File: src/mcu_settings.svh
// bank count, interrupt vector widths and fixed interrupt bit positions
// for the power and interrupt fabric

`ifndef MCU_SETTINGS_SVH
`define MCU_SETTINGS_SVH

// memory banks with their own clock gate and retention control
`define NUM_BANKS 2

// core interrupt vector and the fast-interrupt field inside it
`define INTR_W 32
`define FAST_INTR_W 15
`define FAST_INTR_BASE 16

// width of the id the core returns on acknowledge
`define IRQ_ID_W 5

// level interrupts, riscv standard positions
`define IRQ_SOFTWARE_BIT 3
`define IRQ_TIMER_BIT 7
`define IRQ_EXTERNAL_BIT 11

// always-on gpio interrupt lines
`define GPIO_AO_W 8

`endif
File: src/mcu_pkg.sv
// vector typedefs and sequencer state encodings shared by the fabric

`include "mcu_settings.svh"

package mcu_pkg;

  // interrupt side
  typedef logic [`INTR_W-1:0] intr_vec_t;
  typedef logic [`FAST_INTR_W-1:0] fast_intr_t;
  typedef logic [`IRQ_ID_W-1:0] irq_id_t;
  typedef logic [`GPIO_AO_W-1:0] gpio_ao_intr_t;

  // one bit per memory bank
  typedef logic [`NUM_BANKS-1:0] bank_mask_t;

  // domain power sequencer
  // down: on, iso, rst, switch off wait, off
  // up: switch on wait, unrst, uniso, back to on
  typedef enum logic [2:0] {PWR_ON, PWR_ISO, PWR_RST, PWR_SW_OFF_WAIT, PWR_OFF, PWR_SW_ON_WAIT, PWR_UNRST, PWR_UNISO} pwr_state_t;

  // memory bank sequencer
  typedef enum logic [1:0] {BANK_ACTIVE, BANK_GATED, BANK_RETAINED, BANK_UNGATE} bank_state_t;

endpackage

File: src/mcu_power_irq_top.sv
// power and interrupt fabric top: router, cpu and peripheral sequencers,
// per-bank retention sequencers and the debug reset merge

`timescale 1ns/1ps

`include "mcu_settings.svh"

module mcu_power_irq_top (
  input  logic                   clk_i,
  input  logic                   rst_n_i,
  input  logic                   core_sleep_i,
  input  logic                   debug_ndmreset_ni,
  input  logic                   cpu_pwr_gate_en_i,
  input  logic                   periph_pwr_gate_en_i,
  input  mcu_pkg::bank_mask_t    bank_ret_en_i,
  input  logic                   cpu_subsystem_powergate_switch_ack_ni,
  input  logic                   peripheral_subsystem_powergate_switch_ack_ni,
  input  logic                   irq_software_i,
  input  logic                   irq_external_i,
  input  logic [3:0]             timer_intr_i,
  input  logic                   dma_done_intr_i,
  input  logic                   spi_intr_i,
  input  logic                   spi_flash_intr_i,
  input  mcu_pkg::gpio_ao_intr_t gpio_ao_intr_i,
  input  logic                   irq_ack_i,
  input  mcu_pkg::irq_id_t       irq_id_i,
  output mcu_pkg::intr_vec_t     intr_o,
  output logic                   cpu_subsystem_powergate_switch_no,
  output logic                   cpu_subsystem_powergate_iso_no,
  output logic                   cpu_subsystem_rst_no,
  output logic                   peripheral_subsystem_powergate_switch_no,
  output logic                   peripheral_subsystem_powergate_iso_no,
  output logic                   peripheral_subsystem_rst_no,
  output logic                   peripheral_subsystem_clkgate_en_no,
  output mcu_pkg::bank_mask_t    memory_subsystem_clkgate_en_no,
  output mcu_pkg::bank_mask_t    memory_subsystem_banks_set_retentive_no
);

  logic wake;
  logic cpu_subsystem_rst_n;
  logic peripheral_subsystem_rst_n;

  intr_router u_intr_router (
    .clk_i,
    .rst_n_i,
    .irq_software_i,
    .irq_external_i,
    .timer_intr_i,
    .dma_done_intr_i,
    .spi_intr_i,
    .spi_flash_intr_i,
    .gpio_ao_intr_i,
    .irq_ack_i,
    .irq_id_i,
    .intr_o,
    .wake_o(wake)
  );

  // cpu domain, the core clock is gated inside the cpu so no pin here
  power_domain_ctrl u_cpu_pwr (
    .clk_i,
    .rst_n_i,
    .gate_en_i    (cpu_pwr_gate_en_i),
    .core_sleep_i,
    .wake_i       (wake),
    .switch_ack_ni(cpu_subsystem_powergate_switch_ack_ni),
    .switch_no    (cpu_subsystem_powergate_switch_no),
    .iso_no       (cpu_subsystem_powergate_iso_no),
    .rst_no       (cpu_subsystem_rst_n),
    .clkgate_en_no()
  );

  power_domain_ctrl u_periph_pwr (
    .clk_i,
    .rst_n_i,
    .gate_en_i    (periph_pwr_gate_en_i),
    .core_sleep_i,
    .wake_i       (wake),
    .switch_ack_ni(peripheral_subsystem_powergate_switch_ack_ni),
    .switch_no    (peripheral_subsystem_powergate_switch_no),
    .iso_no       (peripheral_subsystem_powergate_iso_no),
    .rst_no       (peripheral_subsystem_rst_n),
    .clkgate_en_no(peripheral_subsystem_clkgate_en_no)
  );

  // one retention sequencer per ram bank
  for (genvar i = 0; i < `NUM_BANKS; i++) begin : g_bank
    bank_retention_ctrl u_bank_ret (
      .clk_i,
      .rst_n_i,
      .ret_en_i        (bank_ret_en_i[i]),
      .core_sleep_i,
      .wake_i          (wake),
      .clkgate_en_no   (memory_subsystem_clkgate_en_no[i]),
      .set_retentive_no(memory_subsystem_banks_set_retentive_no[i])
    );
  end

  // debug module reset pulls both domains into reset at once
  assign cpu_subsystem_rst_no        = cpu_subsystem_rst_n & debug_ndmreset_ni;
  assign peripheral_subsystem_rst_no = peripheral_subsystem_rst_n & debug_ndmreset_ni;

endmodule

File: src/bank_retention_ctrl.sv
// clock-gate and retention sequencer for one memory bank

`timescale 1ns/1ps

module bank_retention_ctrl (
  input  logic clk_i,
  input  logic rst_n_i,
  input  logic ret_en_i,
  input  logic core_sleep_i,
  input  logic wake_i,
  output logic clkgate_en_no,
  output logic set_retentive_no
);

  mcu_pkg::bank_state_t state_q;
  mcu_pkg::bank_state_t state_d;

  logic clkgate_d;
  logic retentive_d;

  // gate first, then retain; wake undoes retention before the clock returns
  always_comb begin
    state_d = state_q;
    case (state_q)
      mcu_pkg::BANK_ACTIVE: begin
        if (ret_en_i && core_sleep_i && !wake_i) begin
          state_d = mcu_pkg::BANK_GATED;
        end
      end
      mcu_pkg::BANK_GATED: state_d = mcu_pkg::BANK_RETAINED;
      mcu_pkg::BANK_RETAINED: begin
        if (wake_i) begin
          state_d = mcu_pkg::BANK_UNGATE;
        end
      end
      mcu_pkg::BANK_UNGATE: state_d = mcu_pkg::BANK_ACTIVE;
      default: state_d = mcu_pkg::BANK_ACTIVE;
    endcase
  end

  // clock stays gated everywhere but active
  assign clkgate_d   = (state_d == mcu_pkg::BANK_ACTIVE);
  assign retentive_d = (state_d != mcu_pkg::BANK_RETAINED);

  always_ff @(posedge clk_i) begin
    if (!rst_n_i) begin
      state_q          <= mcu_pkg::BANK_ACTIVE;
      clkgate_en_no    <= 1'b1;
      set_retentive_no <= 1'b1;
    end else begin
      state_q          <= state_d;
      clkgate_en_no    <= clkgate_d;
      set_retentive_no <= retentive_d;
    end
  end

endmodule

File: src/power_domain_ctrl.sv
// power-gating sequencer for one switchable domain
// down: isolation, reset, switch, clock gate; up in the reverse order

`timescale 1ns/1ps

module power_domain_ctrl (
  input  logic clk_i,
  input  logic rst_n_i,
  input  logic gate_en_i,
  input  logic core_sleep_i,
  input  logic wake_i,
  input  logic switch_ack_ni,
  output logic switch_no,
  output logic iso_no,
  output logic rst_no,
  output logic clkgate_en_no
);

  mcu_pkg::pwr_state_t state_q;
  mcu_pkg::pwr_state_t state_d;

  logic switch_d;
  logic iso_d;
  logic rst_d;
  logic clkgate_d;

  // next state
  always_comb begin
    state_d = state_q;
    case (state_q)
      mcu_pkg::PWR_ON: begin
        if (gate_en_i && core_sleep_i && !wake_i) begin
          state_d = mcu_pkg::PWR_ISO;
        end
      end
      mcu_pkg::PWR_ISO: state_d = mcu_pkg::PWR_RST;
      mcu_pkg::PWR_RST: state_d = mcu_pkg::PWR_SW_OFF_WAIT;
      mcu_pkg::PWR_SW_OFF_WAIT: begin
        // switch cells report off with a low ack
        if (!switch_ack_ni) begin
          state_d = mcu_pkg::PWR_OFF;
        end
      end
      mcu_pkg::PWR_OFF: begin
        if (wake_i) begin
          state_d = mcu_pkg::PWR_SW_ON_WAIT;
        end
      end
      mcu_pkg::PWR_SW_ON_WAIT: begin
        if (switch_ack_ni) begin
          state_d = mcu_pkg::PWR_UNRST;
        end
      end
      mcu_pkg::PWR_UNRST: state_d = mcu_pkg::PWR_UNISO;
      mcu_pkg::PWR_UNISO: state_d = mcu_pkg::PWR_ON;
      default: state_d = mcu_pkg::PWR_ON;
    endcase
  end

  // output levels of the state being entered
  always_comb begin
    switch_d  = 1'b1;
    iso_d     = 1'b1;
    rst_d     = 1'b1;
    clkgate_d = 1'b1;
    case (state_d)
      mcu_pkg::PWR_ISO: begin
        iso_d = 1'b0;
      end
      mcu_pkg::PWR_RST, mcu_pkg::PWR_SW_ON_WAIT: begin
        iso_d = 1'b0;
        rst_d = 1'b0;
      end
      mcu_pkg::PWR_SW_OFF_WAIT: begin
        iso_d    = 1'b0;
        rst_d    = 1'b0;
        switch_d = 1'b0;
      end
      mcu_pkg::PWR_OFF: begin
        iso_d     = 1'b0;
        rst_d     = 1'b0;
        switch_d  = 1'b0;
        clkgate_d = 1'b0;
      end
      mcu_pkg::PWR_UNRST: begin
        iso_d = 1'b0;
      end
      default: ;
    endcase
  end

  // pins come straight from flops, no decode glitches on the switch cells
  always_ff @(posedge clk_i) begin
    if (!rst_n_i) begin
      state_q       <= mcu_pkg::PWR_ON;
      switch_no     <= 1'b1;
      iso_no        <= 1'b1;
      rst_no        <= 1'b1;
      clkgate_en_no <= 1'b1;
    end else begin
      state_q       <= state_d;
      switch_no     <= switch_d;
      iso_no        <= iso_d;
      rst_no        <= rst_d;
      clkgate_en_no <= clkgate_d;
    end
  end

endmodule

File: src/intr_router.sv
// interrupt router: core vector assembly, sticky fast-interrupt pending bank
// with clear by acknowledged id, and the wake request

`timescale 1ns/1ps

`include "mcu_settings.svh"

module intr_router (
  input  logic                   clk_i,
  input  logic                   rst_n_i,
  input  logic                   irq_software_i,
  input  logic                   irq_external_i,
  input  logic [3:0]             timer_intr_i,
  input  logic                   dma_done_intr_i,
  input  logic                   spi_intr_i,
  input  logic                   spi_flash_intr_i,
  input  mcu_pkg::gpio_ao_intr_t gpio_ao_intr_i,
  input  logic                   irq_ack_i,
  input  mcu_pkg::irq_id_t       irq_id_i,
  output mcu_pkg::intr_vec_t     intr_o,
  output logic                   wake_o
);

  mcu_pkg::fast_intr_t fast_src;
  mcu_pkg::fast_intr_t ack_clr;
  mcu_pkg::fast_intr_t pending_q;

  // fast field layout, top bit tied low
  // timers 1..3, dma done, spi, spi flash, then the always-on gpios
  assign fast_src = {
    1'b0,
    gpio_ao_intr_i,
    spi_flash_intr_i,
    spi_intr_i,
    dma_done_intr_i,
    timer_intr_i[3],
    timer_intr_i[2],
    timer_intr_i[1]
  };

  // decode the acknowledged id into a one-hot clear of the fast field
  always_comb begin
    ack_clr = '0;
    for (int k = 0; k < `FAST_INTR_W; k++) begin
      if (irq_ack_i && (irq_id_i == mcu_pkg::irq_id_t'(`FAST_INTR_BASE + k))) begin
        ack_clr[k] = 1'b1;
      end
    end
  end

  // sticky pending bits
  // a new event in the ack cycle keeps its bit set
  always_ff @(posedge clk_i) begin
    if (!rst_n_i) begin
      pending_q <= '0;
    end else begin
      pending_q <= fast_src | (pending_q & ~ack_clr);
    end
  end

  // core vector, levels go straight through
  always_comb begin
    intr_o = '0;
    intr_o[`FAST_INTR_BASE +: `FAST_INTR_W] = pending_q;
    intr_o[`IRQ_SOFTWARE_BIT] = irq_software_i;
    intr_o[`IRQ_TIMER_BIT] = timer_intr_i[0];
    intr_o[`IRQ_EXTERNAL_BIT] = irq_external_i;
  end

  // any visible interrupt wakes the sequencers
  assign wake_o = |intr_o;

endmodule

File: config.mk
export PLATFORM = sky130hd
export DESIGN_NAME = mcu_power_irq_top
export DESIGN_NICKNAME = d
export VERILOG_FILES = /design/src/mcu_pkg.sv /design/src/mcu_power_irq_top.sv /design/src/bank_retention_ctrl.sv /design/src/power_domain_ctrl.sv /design/src/intr_router.sv
export VERILOG_INCLUDE_DIRS = /design/src /design/src/src
export SDC_FILE = /design/constraint.sdc
export NUM_CORES = 1
export LEC_CHECK = 0
export ABC_AREA = 1
export ABC_CLOCK_PERIOD_IN_PS = 1200
export BUFFER_PORTS_ARGS = -buffer_cell sky130_fd_sc_hd__buf_2
export CAP_MARGIN = 20
export CORE_UTILIZATION = 45
export CTS_BUF_LIST = sky130_fd_sc_hd__clkbuf_8
export CTS_CLUSTER_DIAMETER = 30
export DETAILED_ROUTE_END_ITERATION = 7
export PLACE_DENSITY = 0.83
export SLEW_MARGIN = 40
export SYNTH_ARGS = -nofsm -noshare
export SYNTH_HDL_FRONTEND = slang
export SYNTH_SLANG_ARGS = --single-unit
File: constraint.sdc
create_clock -name clk_i -period 1.2 [get_ports clk_i]
set_input_delay 0.18 -clock clk_i [delete_from_list [all_inputs] [get_ports clk_i]]
set_output_delay 0.18 -clock clk_i [all_outputs]
set_load 0.005 [all_outputs]
==> qor.yml <==
busiest_layer: "met2"
crit_required_ps: 1390
routed_via_density: 4.767
drt_pass1_iterations: 6
grt_pass1_vias: 1738
route.vias.total: 1840
clock_sinks: 36
ys_ff_latch: 36
clk_pin_slew_ps: 70
ios: 76
final_cells: 386
cp_slowest_cell: "dfxtp_2"
nNetsFinal: 372
die-area_um2: 4427
yosysSeqAreaShare_pct: 38.45
syn_inst: 251
yosysTopAreaCellShare_pct: 38.45
post-route-util_pct: 62.21
maxSlewViolCount: 0
hp-class: "in -> reg"
overflow: 0
wl_um: 4222
grt_start_max_net_pins: 12
clock_power_share_pct: 39.5
wl_per_cell_um: 10.94
area_delta_synth_final_pct: 32.78
powerDensity_nw_per_um2: 1057
synthDistinctLibCells: 32
antenna_cells: 0
grt_antenna_before_repair: 0
met3_usage_pct: 6.678
cts.path.max_buffers: 2
p_comb_share_pct: 12.7
drt_iter0_markers: 104
crit_path_max_incr_delay_ps: 330
seqPwrFrac_pct: 47.7
clk_latency_ps: 290
hold_path_depth: 3
reg2reg_depth: 8
violations: "DRC, setup timing"
maxCapViolations: 0
cts_max_level: 2
p_leak_uw: 0.001290
place.gp.congestion: 0.8447
worst-r2r-setup-slack_ps: -170
syn-cell-area_um2: 1874
crit_type: "reg -> reg"
rows: 23
grt_pass1_wl_um: 7072
initial_utilization_pct: 46.86
crit_arrival_ps: 1560
drive_above_1_share_pct: 43.15
grtUsageMet1_pct: 22.86
nFillCells: 363
hpwlAfterDp_um: 3307
multi_input_area_um2: 913.4
worst_pin_slew_ps: 522.1
ys_warn_count: 0
cts_root_buffer: "clkbuf_8"
cpMostUsedCell: "nor2_2"
synthTopCellsByArea: "dfxtp_1 38%, buf_4 8.4%, inv_1 7.8%"
p_int_uw: 2002
met2_usage_pct: 38.01
p_switching_uw: 629.8
worstHoldStart: "timer_intr_i[2]"
r2r_end: "u_periph_pwr.clkgate_en_no$_SDFF_PN1_"
cp-end-kind: "flip-flop"
core_area_um2: 4000
ir_drop_uv: 578.0
die_x_um: 66.54
cts_tree: "done"
period_needed_ps: 1372
fp.dieH_um: 66.54
finalCritPeriodShare_pct: 114.3
relSlewSlack_pct: 65.16
final_common_cell: "buf_2"
cts-buffers-inserted: 5
drcViolationCount: 2
synth_area_leader_cell: "dfxtp_1"
fin_ws_ps: -171.5
r2r_start: "u_intr_router.pending_q[2]$_SDFF_PN0_"
final_cell_mix: "61 x buf_2, 40 x inv_1, 37 x nand2_1"
holdPathEnd: "u_intr_router.pending_q[1]$_SDFF_PN0_"
status: "finished, violations left"
startpoint_type: "flip-flop"
drt.antenna.violating_nets: 0
cp_max_fo: 5
clock.fmax_ghz: 0.7291
register_area_um2: 732.0
finalSetupViolations: 13
dpl.cell_count: 377
grt_setup_unrepaired: "yes"
syn_area_per_cell_um2: 7.467
port-buffer-count: 61
switching_share_pct: 23.93
grt_usage_pct: 21.59
hold_viol_final: 0
path_cells: "nor2_2 -> nand2_2 -> nor2_4 -> nand2_4 -> nand3_2 -> nand4_1 -> nor2_2 -> inv_1"
finClkSkew_ps: 7.794
## sequential cells by signal, indices dropped and copies added (netlist names)
register,flops
g_bank.u_bank_ret.set_retentive_no,2
u_periph_pwr.switch_no,1
u_cpu_pwr.switch_no,1
u_periph_pwr.rst_no,1
u_periph_pwr.state_q,3
u_periph_pwr.clkgate_en_no,1
u_cpu_pwr.state_q,3
u_cpu_pwr.rst_no,1
u_intr_router.pending_q,15
g_bank.u_bank_ret.state_q,4
u_periph_pwr.iso_no,1
g_bank.u_bank_ret.clkgate_en_no,2
u_cpu_pwr.iso_no,1
## layout make-up
| class | count | share of cell area (%) |
|---|---|---|
| Clock buffer | 5 | 2.765 |
| Clock inverter | 3 | 1.559 |
| Inverter | 44 | 6.636 |
| Multi-Input combinational cell | 160 | 36.70 |
| Sequential cell | 36 | 29.41 |
| Tap cell | 50 | 2.514 |
| Timing Repair Buffer | 88 | 20.41 |
## metrics by stage
| stage | instance area (µm²) | total power (µW) | TNS, ps | hold WS, ps | setup WS [ps] |
|---|---|---|---|---|---|
| floorplan | 1926 | 1455 | -26.94 | 306.5 | -26.94 |
| global route | 2489 | 2745 | -3036 | 112.2 | -283.5 |
| finish | 2489 | 2632 | -1513 | 113.9 | -171.5 |
| CTS | 2435 | 2639 | -1211 | 106.9 | -138.7 |
| detailed placement | 2316 | 1603 | -1004 | 424.5 | -124.8 |
| global placement | 2316 | 1594 | -879.9 | 422.9 | -112.6 |
## critical path, delay by kind of cell, from the launching register on
kind                   cells  cell delay, ps
buffers and inverters      1              60
and+or+nand+nor            7             880
DFF                        1             330
## worst max path at each step
stage	startpoint	to	slack (ps)
floorplan	u_intr_router.pending_q[0]$_SDFF_PN0_	u_cpu_pwr.iso_no$_SDFF_PN1_	-30
global placement	u_intr_router.pending_q[2]$_SDFF_PN0_	u_cpu_pwr.iso_no$_SDFF_PN1_	-110
detailed placement	u_intr_router.pending_q[4]$_SDFF_PN0_	u_cpu_pwr.iso_no$_SDFF_PN1_	-120
CTS	u_intr_router.pending_q[7]$_SDFF_PN0_	u_cpu_pwr.iso_no$_SDFF_PN1_	-140
global route	u_intr_router.pending_q[4]$_SDFF_PN0_	u_periph_pwr.clkgate_en_no$_SDFF_PN1_	-280
finish	u_intr_router.pending_q[2]$_SDFF_PN0_	u_periph_pwr.clkgate_en_no$_SDFF_PN1_	-170
## kinds of logic (layout without fill, tap and decap cells)
group                      after synthesis  after routing  synth area share [%]
buffers and inverters                   68            140                 18.02
DFF                                     36             36                 38.45
AOI/OAI and AO/OA                       52             52                 16.02
other                                    1             14                0.2001
adders and majority gates                4              4                 2.670
and+or+nand+nor                         90             90                 24.63
## repair_timing
item,CTS,global route
buffers inserted,1,0
resized for setup,1,24
hold buffers,0,0
endpoints found under the setup margin,14,15
pin swaps,2,8
## power groups by stage
stage / registers, µW / logic, µW / clock network (µW)
4_1_cts: 1250 / 327 / 1060
5_1_grt: 1260 / 375 / 1110
3_5_place_dp: 1280 / 324 / 0
6_report: 1260 / 335 / 1040
3_3_place_gp: 1280 / 317 / 0
2_1_floorplan: 1290 / 168 / 0
## Yosys cell counts
| cell | instances |
|---|---|
| nor2_4 | 2 |
| buf_2 | 2 |
| inv_2 | 5 |
| or2_2 | 1 |
| o21ai_2 | 3 |
| nand3_2 | 2 |
| o21a_4 | 1 |
| nand3_4 | 1 |
| o31ai_1 | 5 |
| nor2_8 | 1 |
| nand3_1 | 9 |
| nand2_2 | 3 |
| o21ai_1 | 8 |
| and2_4 | 1 |
| o21a_1 | 1 |
| nor2_1 | 17 |
| nand3b_1 | 1 |
| a31oi_1 | 1 |
| conb_1 | 1 |
| o211ai_1 | 1 |
| inv_1 | 39 |
| nand4_1 | 3 |
| dfxtp_1 | 36 |
| buf_4 | 21 |
| nor2_2 | 8 |
| nand2_1 | 39 |
| nor3_1 | 1 |
| ha_1 | 4 |
| nand2_4 | 1 |
| clkbuf_2 | 1 |
| o21ai_0 | 15 |
| a21oi_1 | 17 |
## metal layers
layer | routed length [µm] | part of all wire (%) | vias up
met5 | 0 | 0 | -
met4 | 131 | 3.1 | 0
met2 | 2118 | 50 | 61
met1 | 1733 | 41 | 838
li1 | - | - | 928
met3 | 238 | 5.6 | 13
(Power assumes the default switching activity.)
